===== src/hdl/dcache_pkg.sv =====
package dcache_pkg;

    // geometry of the direct-mapped array
    localparam int num_sets = 256;
    localparam int words_per_line = 4;
    localparam int word_bits = 32;
    localparam int index_bits = $clog2(num_sets);
    localparam int bank_bits = $clog2(words_per_line);
    // byte within a word
    localparam int offset_bits = 2;
    localparam int tag_bits = word_bits - index_bits - bank_bits - offset_bits;

    typedef logic [word_bits-1:0] addr_t;
    typedef logic [word_bits-1:0] word_t;
    typedef logic [word_bits/8-1:0] strobe_t;
    typedef logic [tag_bits-1:0] tag_t;
    typedef logic [index_bits-1:0] index_t;
    typedef logic [bank_bits-1:0] bank_t;
    // word 0 sits in the lowest bits
    typedef logic [words_per_line*word_bits-1:0] line_t;

    // a byte address split into its cache fields
    typedef struct packed {
        tag_t tag;
        index_t index;
        bank_t bank;
        logic [offset_bits-1:0] offset;
    } addr_fields_t;

    typedef struct packed {
        logic valid;
        tag_t tag;
    } tagv_t;

    // op is 0 for a load, 1 for a store
    typedef struct packed {
        logic op;
        addr_t addr;
        strobe_t awstrb;
        word_t wdata;
    } cpu_req_t;

    typedef struct packed {
        tag_t tag;
        index_t index;
        bank_t bank;
        word_t data;
    } store_entry_t;

    // bytes of new_word replace those of old_word where the strobe is set
    function automatic word_t merge_word(word_t old_word, word_t new_word, strobe_t strobe);
        word_t merged;
        for (int b = 0; b < $bits(strobe_t); b++) begin
            merged[b*8 +: 8] = strobe[b] ? new_word[b*8 +: 8] : old_word[b*8 +: 8];
        end
        return merged;
    endfunction

endpackage


===== src/hdl/bridge_pkg.sv =====
package bridge_pkg;

    // every transfer moves one whole line
    localparam int beats_per_line = dcache_pkg::words_per_line;

    typedef logic [$clog2(beats_per_line)-1:0] beat_cnt_t;

    typedef struct packed {
        logic req;
        dcache_pkg::addr_t addr;
    } bus_rd_t;

    typedef struct packed {
        logic req;
        dcache_pkg::addr_t addr;
        dcache_pkg::line_t data;
    } bus_wr_t;

    typedef struct packed {
        logic valid;
        logic last;
        dcache_pkg::word_t data;
    } bus_ret_t;

    // byte address of the first word of a line
    function automatic dcache_pkg::addr_t line_addr(dcache_pkg::tag_t tag,
                                                   dcache_pkg::index_t index);
        return {tag, index, {(dcache_pkg::bank_bits + dcache_pkg::offset_bits){1'b0}}};
    endfunction

endpackage


===== src/hdl/dcache_refill.sv =====
`timescale 1ns/1ns

module dcache_refill (
    input logic clock,
    input logic reset,
    input logic start,
    input logic need_writeback,
    // buffered request, held by the top for the whole miss
    input dcache_pkg::cpu_req_t req,
    input dcache_pkg::tagv_t victim,
    input dcache_pkg::line_t victim_line,
    output bridge_pkg::bus_rd_t rd,
    input logic rd_rdy,
    input bridge_pkg::bus_ret_t ret,
    output bridge_pkg::bus_wr_t wr,
    input logic wr_rdy,
    output logic fill_done,
    output dcache_pkg::line_t fill_line,
    output logic load_valid,
    output dcache_pkg::word_t load_data
);
    import dcache_pkg::*;
    import bridge_pkg::*;

    typedef enum logic [1:0] {
        rf_idle,
        rf_writeback,
        rf_read,
        rf_receive
    } refill_state_t;

    refill_state_t state;
    addr_fields_t req_f;
    beat_cnt_t beat;
    logic wb_settled;
    logic last_beat;
    // first beats of the line, the final one is taken straight off the bus
    word_t beat_buf [words_per_line-1];
    word_t fill_words [words_per_line];

    assign req_f = req.addr;
    assign last_beat = ret.last || (beat == beat_cnt_t'(beats_per_line - 1));

    always_ff @(posedge clock) begin
        if (reset) begin
            state <= rf_idle;
            beat <= '0;
            wb_settled <= 1'b0;
        end else begin
            case (state)
                rf_idle: begin
                    wb_settled <= 1'b0;
                    if (start) begin
                        state <= need_writeback ? rf_writeback : rf_read;
                    end
                end
                rf_writeback: begin
                    // victim line is stable from the second cycle on
                    wb_settled <= 1'b1;
                    if (wb_settled && wr_rdy) begin
                        state <= rf_read;
                    end
                end
                rf_read: begin
                    if (rd_rdy) begin
                        state <= rf_receive;
                        beat <= '0;
                    end
                end
                rf_receive: begin
                    if (ret.valid) begin
                        beat <= beat + 1'b1;
                        if (last_beat) begin
                            state <= rf_idle;
                        end
                    end
                end
                default: begin
                    state <= rf_idle;
                end
            endcase
        end
    end

    always_ff @(posedge clock) begin
        if (state == rf_receive && ret.valid && !last_beat) begin
            beat_buf[beat] <= ret.data;
        end
    end

    // assemble the line, store data goes over the requested word
    for (genvar w = 0; w < words_per_line; w++) begin : g_word
        word_t raw;
        if (w == words_per_line - 1) begin : g_bus
            assign raw = ret.data;
        end else begin : g_buf
            assign raw = beat_buf[w];
        end
        assign fill_words[w] = (req.op && req_f.bank == bank_t'(w))
            ? merge_word(raw, req.wdata, req.awstrb) : raw;
    end

    always_comb begin
        for (int w = 0; w < words_per_line; w++) begin
            fill_line[w*word_bits +: word_bits] = fill_words[w];
        end
    end

    assign fill_done = (state == rf_receive) && ret.valid && last_beat;

    // a load gets its word as it passes by
    assign load_valid = (state == rf_receive) && ret.valid && !req.op
        && (beat == beat_cnt_t'(req_f.bank));
    assign load_data = ret.data;

    assign rd.req = (state == rf_read);
    assign rd.addr = line_addr(req_f.tag, req_f.index);

    assign wr.req = (state == rf_writeback) && wb_settled;
    assign wr.addr = line_addr(victim.tag, req_f.index);
    assign wr.data = victim_line;

endmodule


===== config.mk =====
export PLATFORM = sky130hd
export DESIGN_NAME = dcache_refill
export DESIGN_NICKNAME = d
export VERILOG_FILES = /design/src/hdl/dcache_pkg.sv /design/src/hdl/bridge_pkg.sv /design/src/hdl/dcache_refill.sv
export SDC_FILE = /design/constraint.sdc
export NUM_CORES = 1
export LEC_CHECK = 0
export ABC_AREA = 1
export BUFFER_PORTS_ARGS = -buffer_cell sky130_fd_sc_hd__buf_2
export CAP_MARGIN = 5
export CORE_AREA = 2 2 240 242
export DETAILED_ROUTE_END_ITERATION = 8
export DIE_AREA = 0 0 242 244
export GPL_ROUTABILITY_DRIVEN = 0
export MAX_ROUTING_LAYER = met4
export PLACE_DENSITY = 0.44
export SKIP_CTS_REPAIR_TIMING = 1
export SYNTH_ARGS = -nofsm -noshare
export SYNTH_HDL_FRONTEND = slang
export SYNTH_SLANG_ARGS = --single-unit
export TNS_END_PERCENT = 30

===== constraint.sdc =====
create_clock -name clock -period 8 [get_ports clock]
set_clock_uncertainty 0.15 [all_clocks]
set_input_delay 1.6 -clock clock [delete_from_list [all_inputs] [get_ports clock]]
set_output_delay 1.6 -clock clock [all_outputs]
set_load 0.03 [all_outputs]

==> metrics <==
run status=completed; total iterations of the first detailed-routing run=4; worst-skew pair later-pin latency=0.38 ns; Leakage=2.72 nW; number of remaining DRC errors=0; clk sinks=101; Critical Path Start Type=input port; area of the die=0.0590 mm2; Peak VDD IR=0.0989 mV; Worst EP required=6.25 ns; Worst Hold Launch=wb_settled$_SDFFE_PP0P_; crit path kind=input port to output port; vias in the first global route=4863; Post-Syn Area per Cell=9.06 um2; layout cells sized above 1=36.8%; Top Metal Used=met4; routed vias=5254; Final Instance Area=0.00743 mm2; initial antenna violation count=1; Routed Wire Length=38.1 mm; pin count of the biggest net entering global routing=65; crit path DAT=3.45 ns; DPL Wire Length=31.1 mm; Cell Rows=87; Worst Tran Pin Value=1.03 ns; total of max-cap violations=0; Hold Fails Final Rpt=0; initial core utilization=11.8%; Seq cells post-synth=101; Clock transition at path regs=0.09 ns; Ports=614; CTS Buffer Depth=2; Layout area overhead=11.7%; commonest cells after routing, fill and taps aside=260 x o21ai_0, 242 x buf_2, 96 x edfxtp_1; RSZ-0062 raised after global routing=no; die height=244 um; CTS buffer count=9; r2r startpoint=beat[0]$_SDFFE_PP0P_; Ys Warns=0; final global-route overflow total=0; crit path from=req[38]; Mapped Cells=734; Total Power=1.39 mW; final worst path period share=64.9%; Netlist Area Pre-Place=0.00665 mm2; global-route wire length before repair=48.6 mm; met3 WL=7.19 mm; Hold Path Class=flip-flop to flip-flop; port buffer count=242; WL/cell=25.3 um; Worst Path Max Fanout=31; Seq/Total Area, Yosys=44.8%; Fmax=0.192 GHz; Tmin final=5.20 ns; relative slew slack=31.2%; TNS Setup=0 ns; width of the chip=242 um; GRT Util Overall=12.8%; Finish-stage setup viols=0; unique cell type count in the Yosys netlist=19; routed wire length on met2=18.6 mm; Metal-1 WL=11.4 mm; vias per std cell=3.50; pwr/cell area=188 mW/mm2; CTS tree=done; Final #Nets=1006; Core ar.=0.0562 mm2; fin util=13.2%; clk root buf=clkbuf_16; Max Slew Vio Count=0; commonest non-fill, non-tap cell in the layout=o21ai_0; worst hold slack=0.385 ns; H-Tree Depth=3; initial drt markers=239; post-route ant nets=0; Area after DPL=0.00710 mm2; crit end category=output port
-- state kept, by name, summed over array words and instances (netlist names) --
| name | flops |
|---|---|
| beat_buf | 96 |
| beat | 2 |
| state | 2 |
| wb_settled | 1 |
-- worst paths after layout --
check | slack [ns] | to | cells after the start
setup reg to reg | 5.24 | beat_buf[1][22]$_DFFE_PP_ | 5
setup / recovery | 2.80 | fill_line[85] | 7
hold / removal | 0.38 | wb_settled$_SDFFE_PP0P_ | 2
hold reg to reg | 0.38 | wb_settled$_SDFFE_PP0P_ | 2
-- cells by family after synthesis --
family | Yosys count | synth area share (%)
xor+xnor | 2 | 0.263
simple gates | 70 | 4.23
buf+inv | 286 | 28.9
flops | 101 | 44.8
compound gates | 265 | 20.0
fa+ha+maj | 9 | 1.69
other cells | 1 | 0.0564
-- worst max-delay path: stages --
cell,delay [ns]
buf_2,0.13
inv_1,0.09
nand3_2,0.51
buf_4,0.51
o21ai_0,0.24
o21ai_0,0.12
buf_2,0.19
-- routing by layer --
metal / vias up / track usage [%]
met2: 470 / 20.8
met5: - / -
met1: 2423 / 10.8
met4: 0 / 3.83
met3: 45 / 10.9
li1: 2316 / -
-- report_power, final --
part	internal, mW	switching (mW)
combinational	0.0782	0.212
sequential	0.590	0.00842
clock	0.278	0.228
-- stage by stage --
step | std cells | setup slack [ns]
6_report | 1503 | 2.80
5_1_grt | 1500 | 2.52
4_1_cts | 1500 | 2.70
3_5_place_dp | 1484 | 2.71
3_3_place_gp | 1484 | 2.69
2_1_floorplan | 741 | 3.49
-- synth_stat cells --
master / instances / area, um2
nor2_1: 15 / 56.3
buf_2: 4 / 20.0
clkbuf_1: 31 / 116
o21ai_0: 260 / 1300
nand3_2: 1 / 10.0
xor2_1: 2 / 17.5
nor3_1: 1 / 5.00
edfxtp_1: 96 / 2880
buf_4: 224 / 1680
ha_1: 9 / 113
dfxtp_1: 5 / 100
conb_1: 1 / 3.75
clkbuf_2: 5 / 25.0
o211ai_1: 1 / 7.51
nand3_1: 7 / 35.0
a21oi_1: 4 / 20.0
or2_2: 1 / 6.26
inv_1: 22 / 82.6
nand2_1: 45 / 169
-- area by class of cell --
class	count	area, um2
clock inverter	6	93.8
fill	6535	48700
multi-input combinational	354	1810
inverter	22	82.6
timing repair buffer	251	1280
tap	756	946
clock buffer	10	229
antenna	3	7.51
sequential	101	2980
Note: power is estimated with default switching activity, not from simulation.
