===== src/hdl/dcache_pkg.sv =====
package dcache_pkg;

    // geometry of the direct-mapped array
    localparam int num_sets = 256;
    localparam int words_per_line = 4;
    localparam int word_bits = 32;
    localparam int index_bits = $clog2(num_sets);
    localparam int bank_bits = $clog2(words_per_line);
    // byte within a word
    localparam int offset_bits = 2;
    localparam int tag_bits = word_bits - index_bits - bank_bits - offset_bits;

    typedef logic [word_bits-1:0] addr_t;
    typedef logic [word_bits-1:0] word_t;
    typedef logic [word_bits/8-1:0] strobe_t;
    typedef logic [tag_bits-1:0] tag_t;
    typedef logic [index_bits-1:0] index_t;
    typedef logic [bank_bits-1:0] bank_t;
    // word 0 sits in the lowest bits
    typedef logic [words_per_line*word_bits-1:0] line_t;

    // a byte address split into its cache fields
    typedef struct packed {
        tag_t tag;
        index_t index;
        bank_t bank;
        logic [offset_bits-1:0] offset;
    } addr_fields_t;

    typedef struct packed {
        logic valid;
        tag_t tag;
    } tagv_t;

    // op is 0 for a load, 1 for a store
    typedef struct packed {
        logic op;
        addr_t addr;
        strobe_t awstrb;
        word_t wdata;
    } cpu_req_t;

    typedef struct packed {
        tag_t tag;
        index_t index;
        bank_t bank;
        word_t data;
    } store_entry_t;

    // bytes of new_word replace those of old_word where the strobe is set
    function automatic word_t merge_word(word_t old_word, word_t new_word, strobe_t strobe);
        word_t merged;
        for (int b = 0; b < $bits(strobe_t); b++) begin
            merged[b*8 +: 8] = strobe[b] ? new_word[b*8 +: 8] : old_word[b*8 +: 8];
        end
        return merged;
    endfunction

endpackage


===== src/hdl/dcache_store_buffer.sv =====
`timescale 1ns/1ns

module dcache_store_buffer (
    input logic clock,
    input logic reset,
    input logic accept,
    input dcache_pkg::store_entry_t entry_in,
    // bank of the request arriving at the cpu port
    input dcache_pkg::bank_t probe_bank,
    // fields of the request now in lookup
    input dcache_pkg::tag_t lookup_tag,
    input dcache_pkg::index_t lookup_index,
    input dcache_pkg::bank_t lookup_bank,
    output logic active,
    output dcache_pkg::store_entry_t entry,
    output logic stall,
    output logic fwd_hit,
    output dcache_pkg::word_t fwd_data
);
    import dcache_pkg::*;

    // entry lives for one cycle unless a new hit store replaces it
    always_ff @(posedge clock) begin
        if (reset) begin
            active <= 1'b0;
        end else begin
            active <= accept;
        end
    end

    always_ff @(posedge clock) begin
        if (accept) begin
            entry <= entry_in;
        end
    end

    // the bank port is busy with the buffered write this cycle
    assign stall = active && (probe_bank == entry.bank);

    // lookup read the array before this store landed
    assign fwd_hit = active
        && (lookup_tag == entry.tag)
        && (lookup_index == entry.index)
        && (lookup_bank == entry.bank);

    // word is already merged with the old line contents
    assign fwd_data = entry.data;

endmodule


===== config.mk =====
export PLATFORM = sky130hd
export DESIGN_NAME = dcache_store_buffer
export DESIGN_NICKNAME = d
export VERILOG_FILES = /design/src/hdl/dcache_pkg.sv /design/src/hdl/dcache_store_buffer.sv
export SDC_FILE = /design/constraint.sdc
export NUM_CORES = 1
export LEC_CHECK = 0
export ABC_AREA = 1
export BUFFER_PORTS_ARGS = -buffer_cell sky130_fd_sc_hd__buf_4
export CAP_MARGIN = 20
export CORE_MARGIN = 3
export CORE_UTILIZATION = 35
export CTS_CLUSTER_SIZE = 24
export DETAILED_ROUTE_END_ITERATION = 8
export PLACE_DENSITY = 0.8
export REMOVE_ABC_BUFFERS = 1
export SYNTH_ARGS = -nofsm -noshare
export SYNTH_HDL_FRONTEND = slang
export SYNTH_SLANG_ARGS = --single-unit

===== constraint.sdc =====
create_clock -name clock -period 1.9 [get_ports clock]
set_input_delay 0.095 -clock clock [delete_from_list [all_inputs] [get_ports clock]]
set_output_delay 0.095 -clock clock [all_outputs]
set_load 0.01 [all_outputs]

==> flow_summary.toml, run 1 <==
[detailed_routing]
drc_errors = 0
drtPass1Iterations = 5
drt-total-wl_um = 9030
vias_per_cell = 4.29
first_iter_violations = 49
drt.antenna.violating_nets = 0
post_drt_wl_per_cell_um = 15.1
via_count = 2565

[logic_synthesis]
synth.avg_cell_area_um2 = 10.7
synth_edf_count = 62
yosysTopAreaCellShare = 0.675
synth_most_common_cell = "nand2_1"
ys_ff_latch = 63
synth_flop_cell = "edfxtp_1"
ys_types = 12
synth_area_leaders = "edfxtp_1 (68%), nand2_1 (11%), buf_4 (8.7%), inv_1 (6.5%), nor2_1 (3.5%)"
yosys.area.top_type = "edfxtp_1"
ys_warn_count = 0
synth_common_cells = "nand2_1 (79), edfxtp_1 (62), inv_1 (48), buf_4 (32), nor2_1 (26)"
synth_area_um2 = 2760
syn_inst = 258
ys_async_sr_fraction = 0
ys_seq_area_frac = 0.682

[setup_path]
cp.required_ps = 1800
crit_buf_inv = 2
cp_cell_sequence = "inv_1 -> nand2_1 -> o21ai_0 -> nor2_1 -> nand2_1 -> nor2_1 -> nand2_1 -> nor2_1 -> buf_4"
cp-end-kind = "output port"
crit_family = "simple AND/OR/NAND/NOR gates"
criticalPathCategory = "reg2out"
critPathSlowestCell = "edfxtp_1"
critPathMaxFanout = 2
arrival_ps = 1520
startpoint_type = "flip-flop"
critPathMaxStageDelay_ps = 360

[sta]
relSlewSlack = 0.748
drv_slew = 0
max_slew.worst_pin.slew_ps = 378
hold_viol_final = 0
period_minus_slack_ps = 1610
finalWorstSetupSlack_ps = 287
fin_crit_sh = 0.849
fmax_mhz = 620
rsz0062_at_grt = "false"
setup_viol = 0
fin_tns_setup_ps = 0

[min_path]
hold_path_depth = 1
min_path_type = "in2reg"
holdCritStartpoint = "accept"
holdPathEnd = "fwd_data[14]"

[grt]
grt.met1_usage = 0.201
grt_pass1_wl_um = 13400
grt.met3_usage = 0.0813
track_usage = 0.201
busiest_layer = "met2"
antenna_found_initial = 0
grt_pass1_vias = 2817
grt_start_max_net_pins = 39
grt-ovfl-total = 0
met2_usage = 0.363

[cells_and_area]
finalCoreUtilization = 0.662
fill_cells = 552
antenna_cells = 0
drive_gt1_frac = 0.417
finalNetCount = 591
area_growth_pct = 78.7

[placement]
io_buffer_count = 193
pre_cts_ws_ps = 623
dp.final_hpwl_um = 6300
place_congestion = 0.749

[die]
die_h_um = 94.8
core.rowCount = 31
io_pins = 194
die-width_um = 94.8
dieArea_um2 = 8980
core_um2 = 7450
start_util = 0.370

[power_and_ir_drop]
intPower_w = 0.00270
seq_power_share = 0.478
swShare = 0.255
clock_power_share = 0.314
p_total_w = 0.00362
power_density_nw_per_um2 = 735
p_leak_nw = 2.44
vdd_ir_drop_max_v = 0.000522
p_sw_w = 0.000923
p_comb_frac = 0.209

[clocking]
cts_tree = "done"
htreeDepth = 3
cts_inserted_buffers = 9
root_buffer = "clkbuf_8"
clk_pin_slew_ps = 80
cts_sinks = 63
clk_path_buf_depth = 2

[status]
status = "completed"

[flow_run]
maxCapViolCount = 0
[flip-flops by register name, indices dropped and copies added, names as in the netlist]
name,count
fwd_data,32
entry,30
active,1
[worst max-delay path by stage]
stage | startpoint | endpoint | slack [ps] | cells after the start
after global placement | entry[34] | fwd_hit | 640 | 8
after CTS | entry[37] | fwd_hit | 250 | 8
final | entry[53] | fwd_hit | 290 | 9
after detailed placement | entry[37] | fwd_hit | 620 | 8
after global routing | entry[60] | fwd_hit | 50 | 8
after floorplan | entry[38] | fwd_hit | 790 | 7
[repair_timing]
item / in CTS / in global routing
hold endpoints to repair: 63 / 0
buffers inserted: 0 / 0
gates resized for setup: 0 / 0
hold buffers: 63 / 0
[layout make-up]
| cell class | count | area [um^2] | area share |
|---|---|---|---|
| timing repair buffer | 257 | 2100 | 0.426 |
| sequential | 63 | 1880 | 0.382 |
| multi-input combinational | 115 | 455 | 0.0924 |
| inverter | 48 | 180 | 0.0366 |
| clock buffer | 10 | 128 | 0.0259 |
| tap | 99 | 124 | 0.0251 |
| clock inverter | 6 | 60.1 | 0.0122 |
[metal layers]
metal / wire, um / up-vias
li1: - / 1242
met1: 3100 / 1172
met2: 4840 / 134
met3: 858 / 17
met4: 227 / 0
met5: 0 / -
[cell usage in the layout (no fill, tap or decap), types with 2 or more instances in the layout]
master / netlist / layout
clkinv_2: 0 / 2
inv_1: 48 / 48
clkbuf_8: 0 / 9
nand2_1: 79 / 79
o21ai_0: 5 / 5
nor2_1: 26 / 26
dlygate4sd3_1: 0 / 63
edfxtp_1: 62 / 62
buf_4: 32 / 193
[through the flow]
step	instances	hold WS, ps	instance area, um^2
2_1_floorplan	226	166	2520
3_3_place_gp	519	253	4110
3_5_place_dp	519	253	4110
4_1_cts	598	189	4930
5_1_grt	598	193	4930
6_report	598	193	4930
[logic make-up (layout without fill, tap and decap cells)]
kind of cell / Yosys count / in the layout / share of synthesized area
xor gates and xnor gates: 2 / 2 / 0.00635
DFF: 63 / 63 / 0.682
buffers and inverters: 80 / 321 / 0.152
AOI/OAI and AO/OA: 7 / 7 / 0.0141
and+or+nand+nor: 106 / 106 / 0.145
[power groups by stage]
stage / clock (W) / sequential [W] / combinational [W]
final: 0.00114 / 0.00173 / 0.000755
after CTS: 0.00115 / 0.00173 / 0.000750
after floorplan: 0 / 0.00183 / 0.0000977
after detailed placement: 0 / 0.00176 / 0.000645
after global placement: 0 / 0.00175 / 0.000631
after global routing: 0.00122 / 0.00174 / 0.000817
Power figures use the tool's default switching activity.
==> inputs of run 2 (changes only) <==
- PLACE_DENSITY: 0.8 -> 0.83
- clock period: 1.9 -> 1.43 ns (I/O delays scaled with it)
==> run 2 against run 1 <==
  * The flow now finishes with violations (negative setup slack)
  * Core utilization grew 1.1 points
  * Sequential share of layout area shrank 0.61 points
  * Highest routed layer unchanged
  * Design area grew 1.6%
  * Critical path depth decreased by 1
  * Clock-buffer cell count down 1
  * Critical path type unchanged
  * Power increased by 39%
  * First-iteration DRC count increased by 24%
==> flow_summary.toml, run 2 (synthesis gave the netlist of run 1 again) <==
[die]
core.rowCount = 31
core_um2 = 7450
die-width_um = 94.8
dieArea_um2 = 8980
start_util = 0.370
die_h_um = 94.8
io_pins = 194

[status]
status = "finished, violations left"
failed_checks = "negative setup slack"

[setup_path]
critPathMaxStageDelay_ps = 410
criticalPathCategory = "reg2out"
arrival_ps = 1550
cp.required_ps = 1360
critPathMaxFanout = 3
crit_path_frequent_cell = "nand2_1"
cp_cell_sequence = "nand2_1 -> nand2_1 -> nor2_2 -> nand2_1 -> nor2_2 -> nand2_1 -> nor2_2 -> buf_6"
startpoint_type = "flip-flop"
critPathSlowestCell = "edfxtp_1"
crit_family = "simple AND/OR/NAND/NOR gates"
crit_buf_inv = 1
cp-end-kind = "output port"

[sta]
drv_slew = 0
finalWorstSetupSlack_ps = -195
max_slew.worst_pin.slew_ps = 343
setup_viol = 1
rsz0062_at_grt = "true"
period_minus_slack_ps = 1620
hold_viol_final = 0
relSlewSlack = 0.771
fmax_mhz = 615
fin_crit_sh = 1.14

[detailed_routing]
vias_per_cell = 4.25
post_drt_wl_per_cell_um = 15.5
drc_errors = 0
first_iter_violations = 61
via_count = 2557
drtPass1Iterations = 4
drt-total-wl_um = 9310
drt.antenna.violating_nets = 0

[min_path]
holdPathEnd = "active"
hold_path_depth = 4
min_path_type = "in2reg"
holdCritStartpoint = "accept"

[clocking]
cts_sinks = 63
clk_pin_slew_ps = 70
cts_inserted_buffers = 9
clk_path_buf_depth = 2
htreeDepth = 3
root_buffer = "clkbuf_8"
cts_tree = "done"

[placement]
place_congestion = 0.794
post_dp_cell_area_um2 = 4120
io_buffer_count = 193
pre_cts_ws_ps = 137
dp.final_hpwl_um = 6310

[cells_and_area]
area_growth_pct = 81.6
largest_reg_flops = 32
antenna_cells = 0
finalCoreUtilization = 0.673
final_area_um2 = 5010
final_cell_mix = "buf_4 (196), nand2_1 (78), dlygate4sd3_1 (63)"
finalNetCount = 595
final_common_cell = "buf_4"
drive_gt1_frac = 0.433

[power_and_ir_drop]
p_leak_nw = 2.47
vdd_ir_drop_max_v = 0.000875
power_density_nw_per_um2 = 1000

[grt]
track_usage = 0.208
grt_start_max_net_pins = 64
grt_pass1_wl_um = 13900
grt_pass1_vias = 2809
grt-ovfl-total = 0
antenna_found_initial = 0

[flow_run]
maxCapViolCount = 0
run 2: cell types whose count changed in the layout (fill, tap and decap cells not counted), sizes merged:
cell | previous run | this run
buf | 194 | 198
bufinv | 1 | 2
clkbuf | 10 | 9
clkinv | 3 | 4
inv | 49 | 48
run 2: power breakdown:
part,leakage (nW),switching [W],internal [W]
clock network,0.107,0.000722,0.000985
logic,1.75,0.000429,0.000601
registers,0.615,0.000100,0.00220
run 2: what timing repair did:
| action | in CTS | in global routing |
|---|---|---|
| setup buffers | 3 | 0 |
| pin swaps | 6 | 4 |
| gates resized for setup | 3 | 4 |
| endpoints found under the hold margin | 63 | 0 |
| hold buffers | 63 | 0 |
| setup endpoints to repair | 1 | 1 |
| gates cloned | 0 | 0 |
run 2: metal layers:
layer / part of all wire / wire length, um / track usage / vias to the layer above
met5: 0 / 0 / 0 / -
met4: 0.036 / 334 / 0.101 / 0
met3: 0.091 / 844 / 0.0797 / 24
met2: 0.53 / 4890 / 0.376 / 134
met1: 0.35 / 3240 / 0.206 / 1148
li1: - / - / - / 1251
run 2: cell type report:
class	count	area, um^2
Multi-Input combinational cell	115	468
Clock buffer	9	124
Timing Repair Buffer	261	2130
Inverter	48	180
Clock inverter	7	97.6
Tap cell	99	124
Fill cell	520	2440
Sequential cell	63	1880
run 2: how the worst max path moves through the flow:
stage	cells past startpoint	slack (ps)	start	endpoint
2_1_floorplan	7	340	entry[38]	fwd_hit
3_3_place_gp	9	110	entry[53]	fwd_hit
3_5_place_dp	9	140	entry[53]	fwd_hit
4_1_cts	7	-180	entry[58]	fwd_hit
5_1_grt	8	-360	entry[52]	fwd_hit
6_report	8	-190	entry[52]	fwd_hit
run 2: metrics by stage:
step	hold WS [ps]	setup TNS, ps	power, W	cells
floorplan	143	0	0.00256	226
global placement	230	0	0.00317	520
detailed placement	233	0	0.00319	520
CTS	229	-180	0.00504	602
global route	272	-362	0.00526	602
finish	251	-195	0.00503	602
==> inputs of run 3 (changes only) <==
- ABC_AREA: 1 -> not set
- PLACE_DENSITY: 0.83 -> 0.85
- REMOVE_ABC_BUFFERS: 1 -> not set
==> run 3 against run 2 <==
  * Via count fell by 18%
  * Critical path type unchanged
  * Core utilization rose by 2.8 points
  * Combinational power hardly changed
  * Cell count fell by 19%
  * Synthesized cell count decreased by 46%
  * The flow still finishes with violations (negative setup slack)
  * Area after synthesis down 9.9%
  * Hold slack improved by 18 ps
  * Non-clock buffer count grew 9
  * Maximum frequency shrank 18%
  * First-iteration DRC count up 6.6%
  * Clock power fell by 18%
  * Wire length decreased by 18%
==> flow_summary.toml, run 3 <==
[status]
status = "finished, violations left"
failed_checks = "negative setup slack"

[clocking]
cts_tree = "done"
htreeDepth = 3
clk_pin_slew_ps = 70
root_buffer = "clkbuf_8"
clk_path_buf_depth = 2
cts_inserted_buffers = 9
cts_sinks = 63

[cells_and_area]
largest_reg_flops = 32
area_growth_pct = 92.6
finalNetCount = 485
drive_gt1_frac = 0.574
finalCoreUtilization = 0.701
seqCellArea_um2 = 1880
final_common_cell = "buf_4"
final_area_um2 = 4790
final_cell_mix = "buf_4 (205), dlygate4sd3_1 (63), edfxtp_1 (62)"
fill_cells = 454
multiInputGateArea_um2 = 404

[grt]
track_usage = 0.189
antenna_found_initial = 1
grt_start_max_net_pins = 64
grt_pass1_wl_um = 11900
grt-ovfl-total = 0
grt_pass1_vias = 2350

[sta]
relSlewSlack = 0.780
finalWorstSetupSlack_ps = -548
period_minus_slack_ps = 1980
setup_viol = 1
fmax_mhz = 506
drv_slew = 0
max_slew.worst_pin.slew_ps = 330
rsz0062_at_grt = "true"
hold_viol_final = 0
fin_crit_sh = 1.38

[logic_synthesis]
synth.avg_cell_area_um2 = 17.9
yosysTopAreaCellShare = 0.749
synth_most_common_cell = "edfxtp_1"
synth_flop_cell = "edfxtp_1"
ys_ff_latch = 63
syn_inst = 139
ys_types = 11
yosys.area.top_type = "edfxtp_1"
ys_warn_count = 0
synth_edf_count = 62
synth_area_leaders = "edfxtp_1 (75%), xnor2_1 (9.9%), buf_4 (9.7%), nand4_1 (1.8%), xor2_1 (1.4%)"
syn_nets = 236
synth_area_um2 = 2480
synth_common_cells = "edfxtp_1 (62), buf_4 (32), xnor2_1 (28), nand4_1 (7), xor2_1 (4)"
ys_async_sr_fraction = 0
ys_seq_area_frac = 0.757

[setup_path]
critPathMaxStageDelay_ps = 580
cp.required_ps = 1360
cp-end-kind = "output port"
critPathMaxFanout = 2
cp_cell_sequence = "xnor2_2 -> nand4_1 -> or4_4 -> nor4_4 -> buf_4"
arrival_ps = 1910
startpoint = "entry[40]"
criticalPathCategory = "reg2out"
critPathSlowestCell = "or4_4"
startpoint_type = "flip-flop"

[power_and_ir_drop]
intPower_w = 0.00362
p_sw_w = 0.00109
clock_power_share = 0.299
p_leak_nw = 2.09
swShare = 0.232
vdd_ir_drop_max_v = 0.000617
power_density_nw_per_um2 = 984
p_comb_frac = 0.213
seq_power_share = 0.488

[detailed_routing]
via_count = 2085
drt.antenna.violating_nets = 0
drc_errors = 0
vias_per_cell = 4.26
post_drt_wl_per_cell_um = 15.6
drt-total-wl_um = 7650
drtPass1Iterations = 4
first_iter_violations = 65

[die]
die-width_um = 90.3
core_um2 = 6830
start_util = 0.364
io_pins = 194
core.rowCount = 30
dieArea_um2 = 8150
die_h_um = 90.3

[flow_run]
maxCapViolCount = 0

[placement]
place_congestion = 0.869
dp.final_hpwl_um = 5240
post_dp_cell_area_um2 = 3920
io_buffer_count = 193

[min_path]
hold_path_depth = 2
holdCritStartpoint = "accept"
holdPathEnd = "fwd_data[4]"
min_path_type = "in2reg"
-- run 3: cell types whose count changed after synthesis, sizes merged, moves of 2 or more --
cell / before / now
nand2: 79 / 0
inv: 48 / 0
xnor2: 1 / 28
nor2: 26 / 0
nand4: 0 / 7
o21ai: 6 / 0
xor2: 1 / 4
nor4: 0 / 2
-- run 3: cell families (layout without fill, tap and decap cells) --
| kind of cell | count (synthesis) | in the layout | share of synthesized area |
|---|---|---|---|
| XOR/XNOR | 32 | 32 | 0.113 |
| buffers and inverters | 32 | 285 | 0.0967 |
| flip-flops | 63 | 63 | 0.757 |
| other | 0 | 1 | 0 |
| AND/OR/NAND/NOR | 12 | 12 | 0.0332 |
-- run 3: power groups by stage --
stage	sequential, W	clock [W]	combinational, W
after global routing	0.00231	0.00153	0.00107
final	0.00230	0.00141	0.00100
after global placement	0.00232	0	0.000817
after CTS	0.00229	0.00144	0.000985
after detailed placement	0.00233	0	0.000836
after floorplan	0.00239	0	0.000239
-- run 3: layout make-up --
class / count / area share
multi-input combinational: 44 / 0.0844
clock buffer: 10 / 0.0267
sequential: 63 / 0.393
timing repair buffer: 270 / 0.460
tap: 96 / 0.0251
clock inverter: 5 / 0.0105
antenna: 1 / 0.000523
-- run 3: metrics by stage --
stage	hold slack [ps]	instances	TNS [ps]	setup slack (ps)	total power (W)
floorplan	143	139	-47.1	-47.1	0.00263
global placement	231	407	-169	-169	0.00314
detailed placement	235	407	-234	-234	0.00317
CTS	267	487	-547	-547	0.00472
global route	267	489	-689	-640	0.00491
finish	268	489	-548	-548	0.00471
-- run 3: what timing repair did --
action / 4_1_cts / 5_1_grt
hold buffers: 63 / 0
resized for setup: 0 / 5
buffers inserted: 2 / 1
endpoints found under the hold margin: 63 / 0
pin swaps: 4 / 8
setup endpoints to repair: 1 / 2
-- run 3: layer usage --
layer | global-route usage | up-vias | routed length, um
met5 | 0 | - | 0
met4 | 0.0918 | 0 | 219
met3 | 0.0750 | 19 | 728
met2 | 0.347 | 132 | 4190
met1 | 0.184 | 959 | 2520
li1 | - | 975 | -
-- run 3: worst max path at each step --
stage                         end  slack [ps]
after floorplan           fwd_hit         -50
after global placement    fwd_hit        -170
after detailed placement  fwd_hit        -230
after CTS                 fwd_hit        -550
after global routing      fwd_hit        -640
final                     fwd_hit        -550
-- run 3: critical path: cells and delay by family (launching register included) --
family | cells | cell delay (ps)
flops | 1 | 430
buf+inv | 1 | 150
xor+xnor | 1 | 170
simple gates | 3 | 830
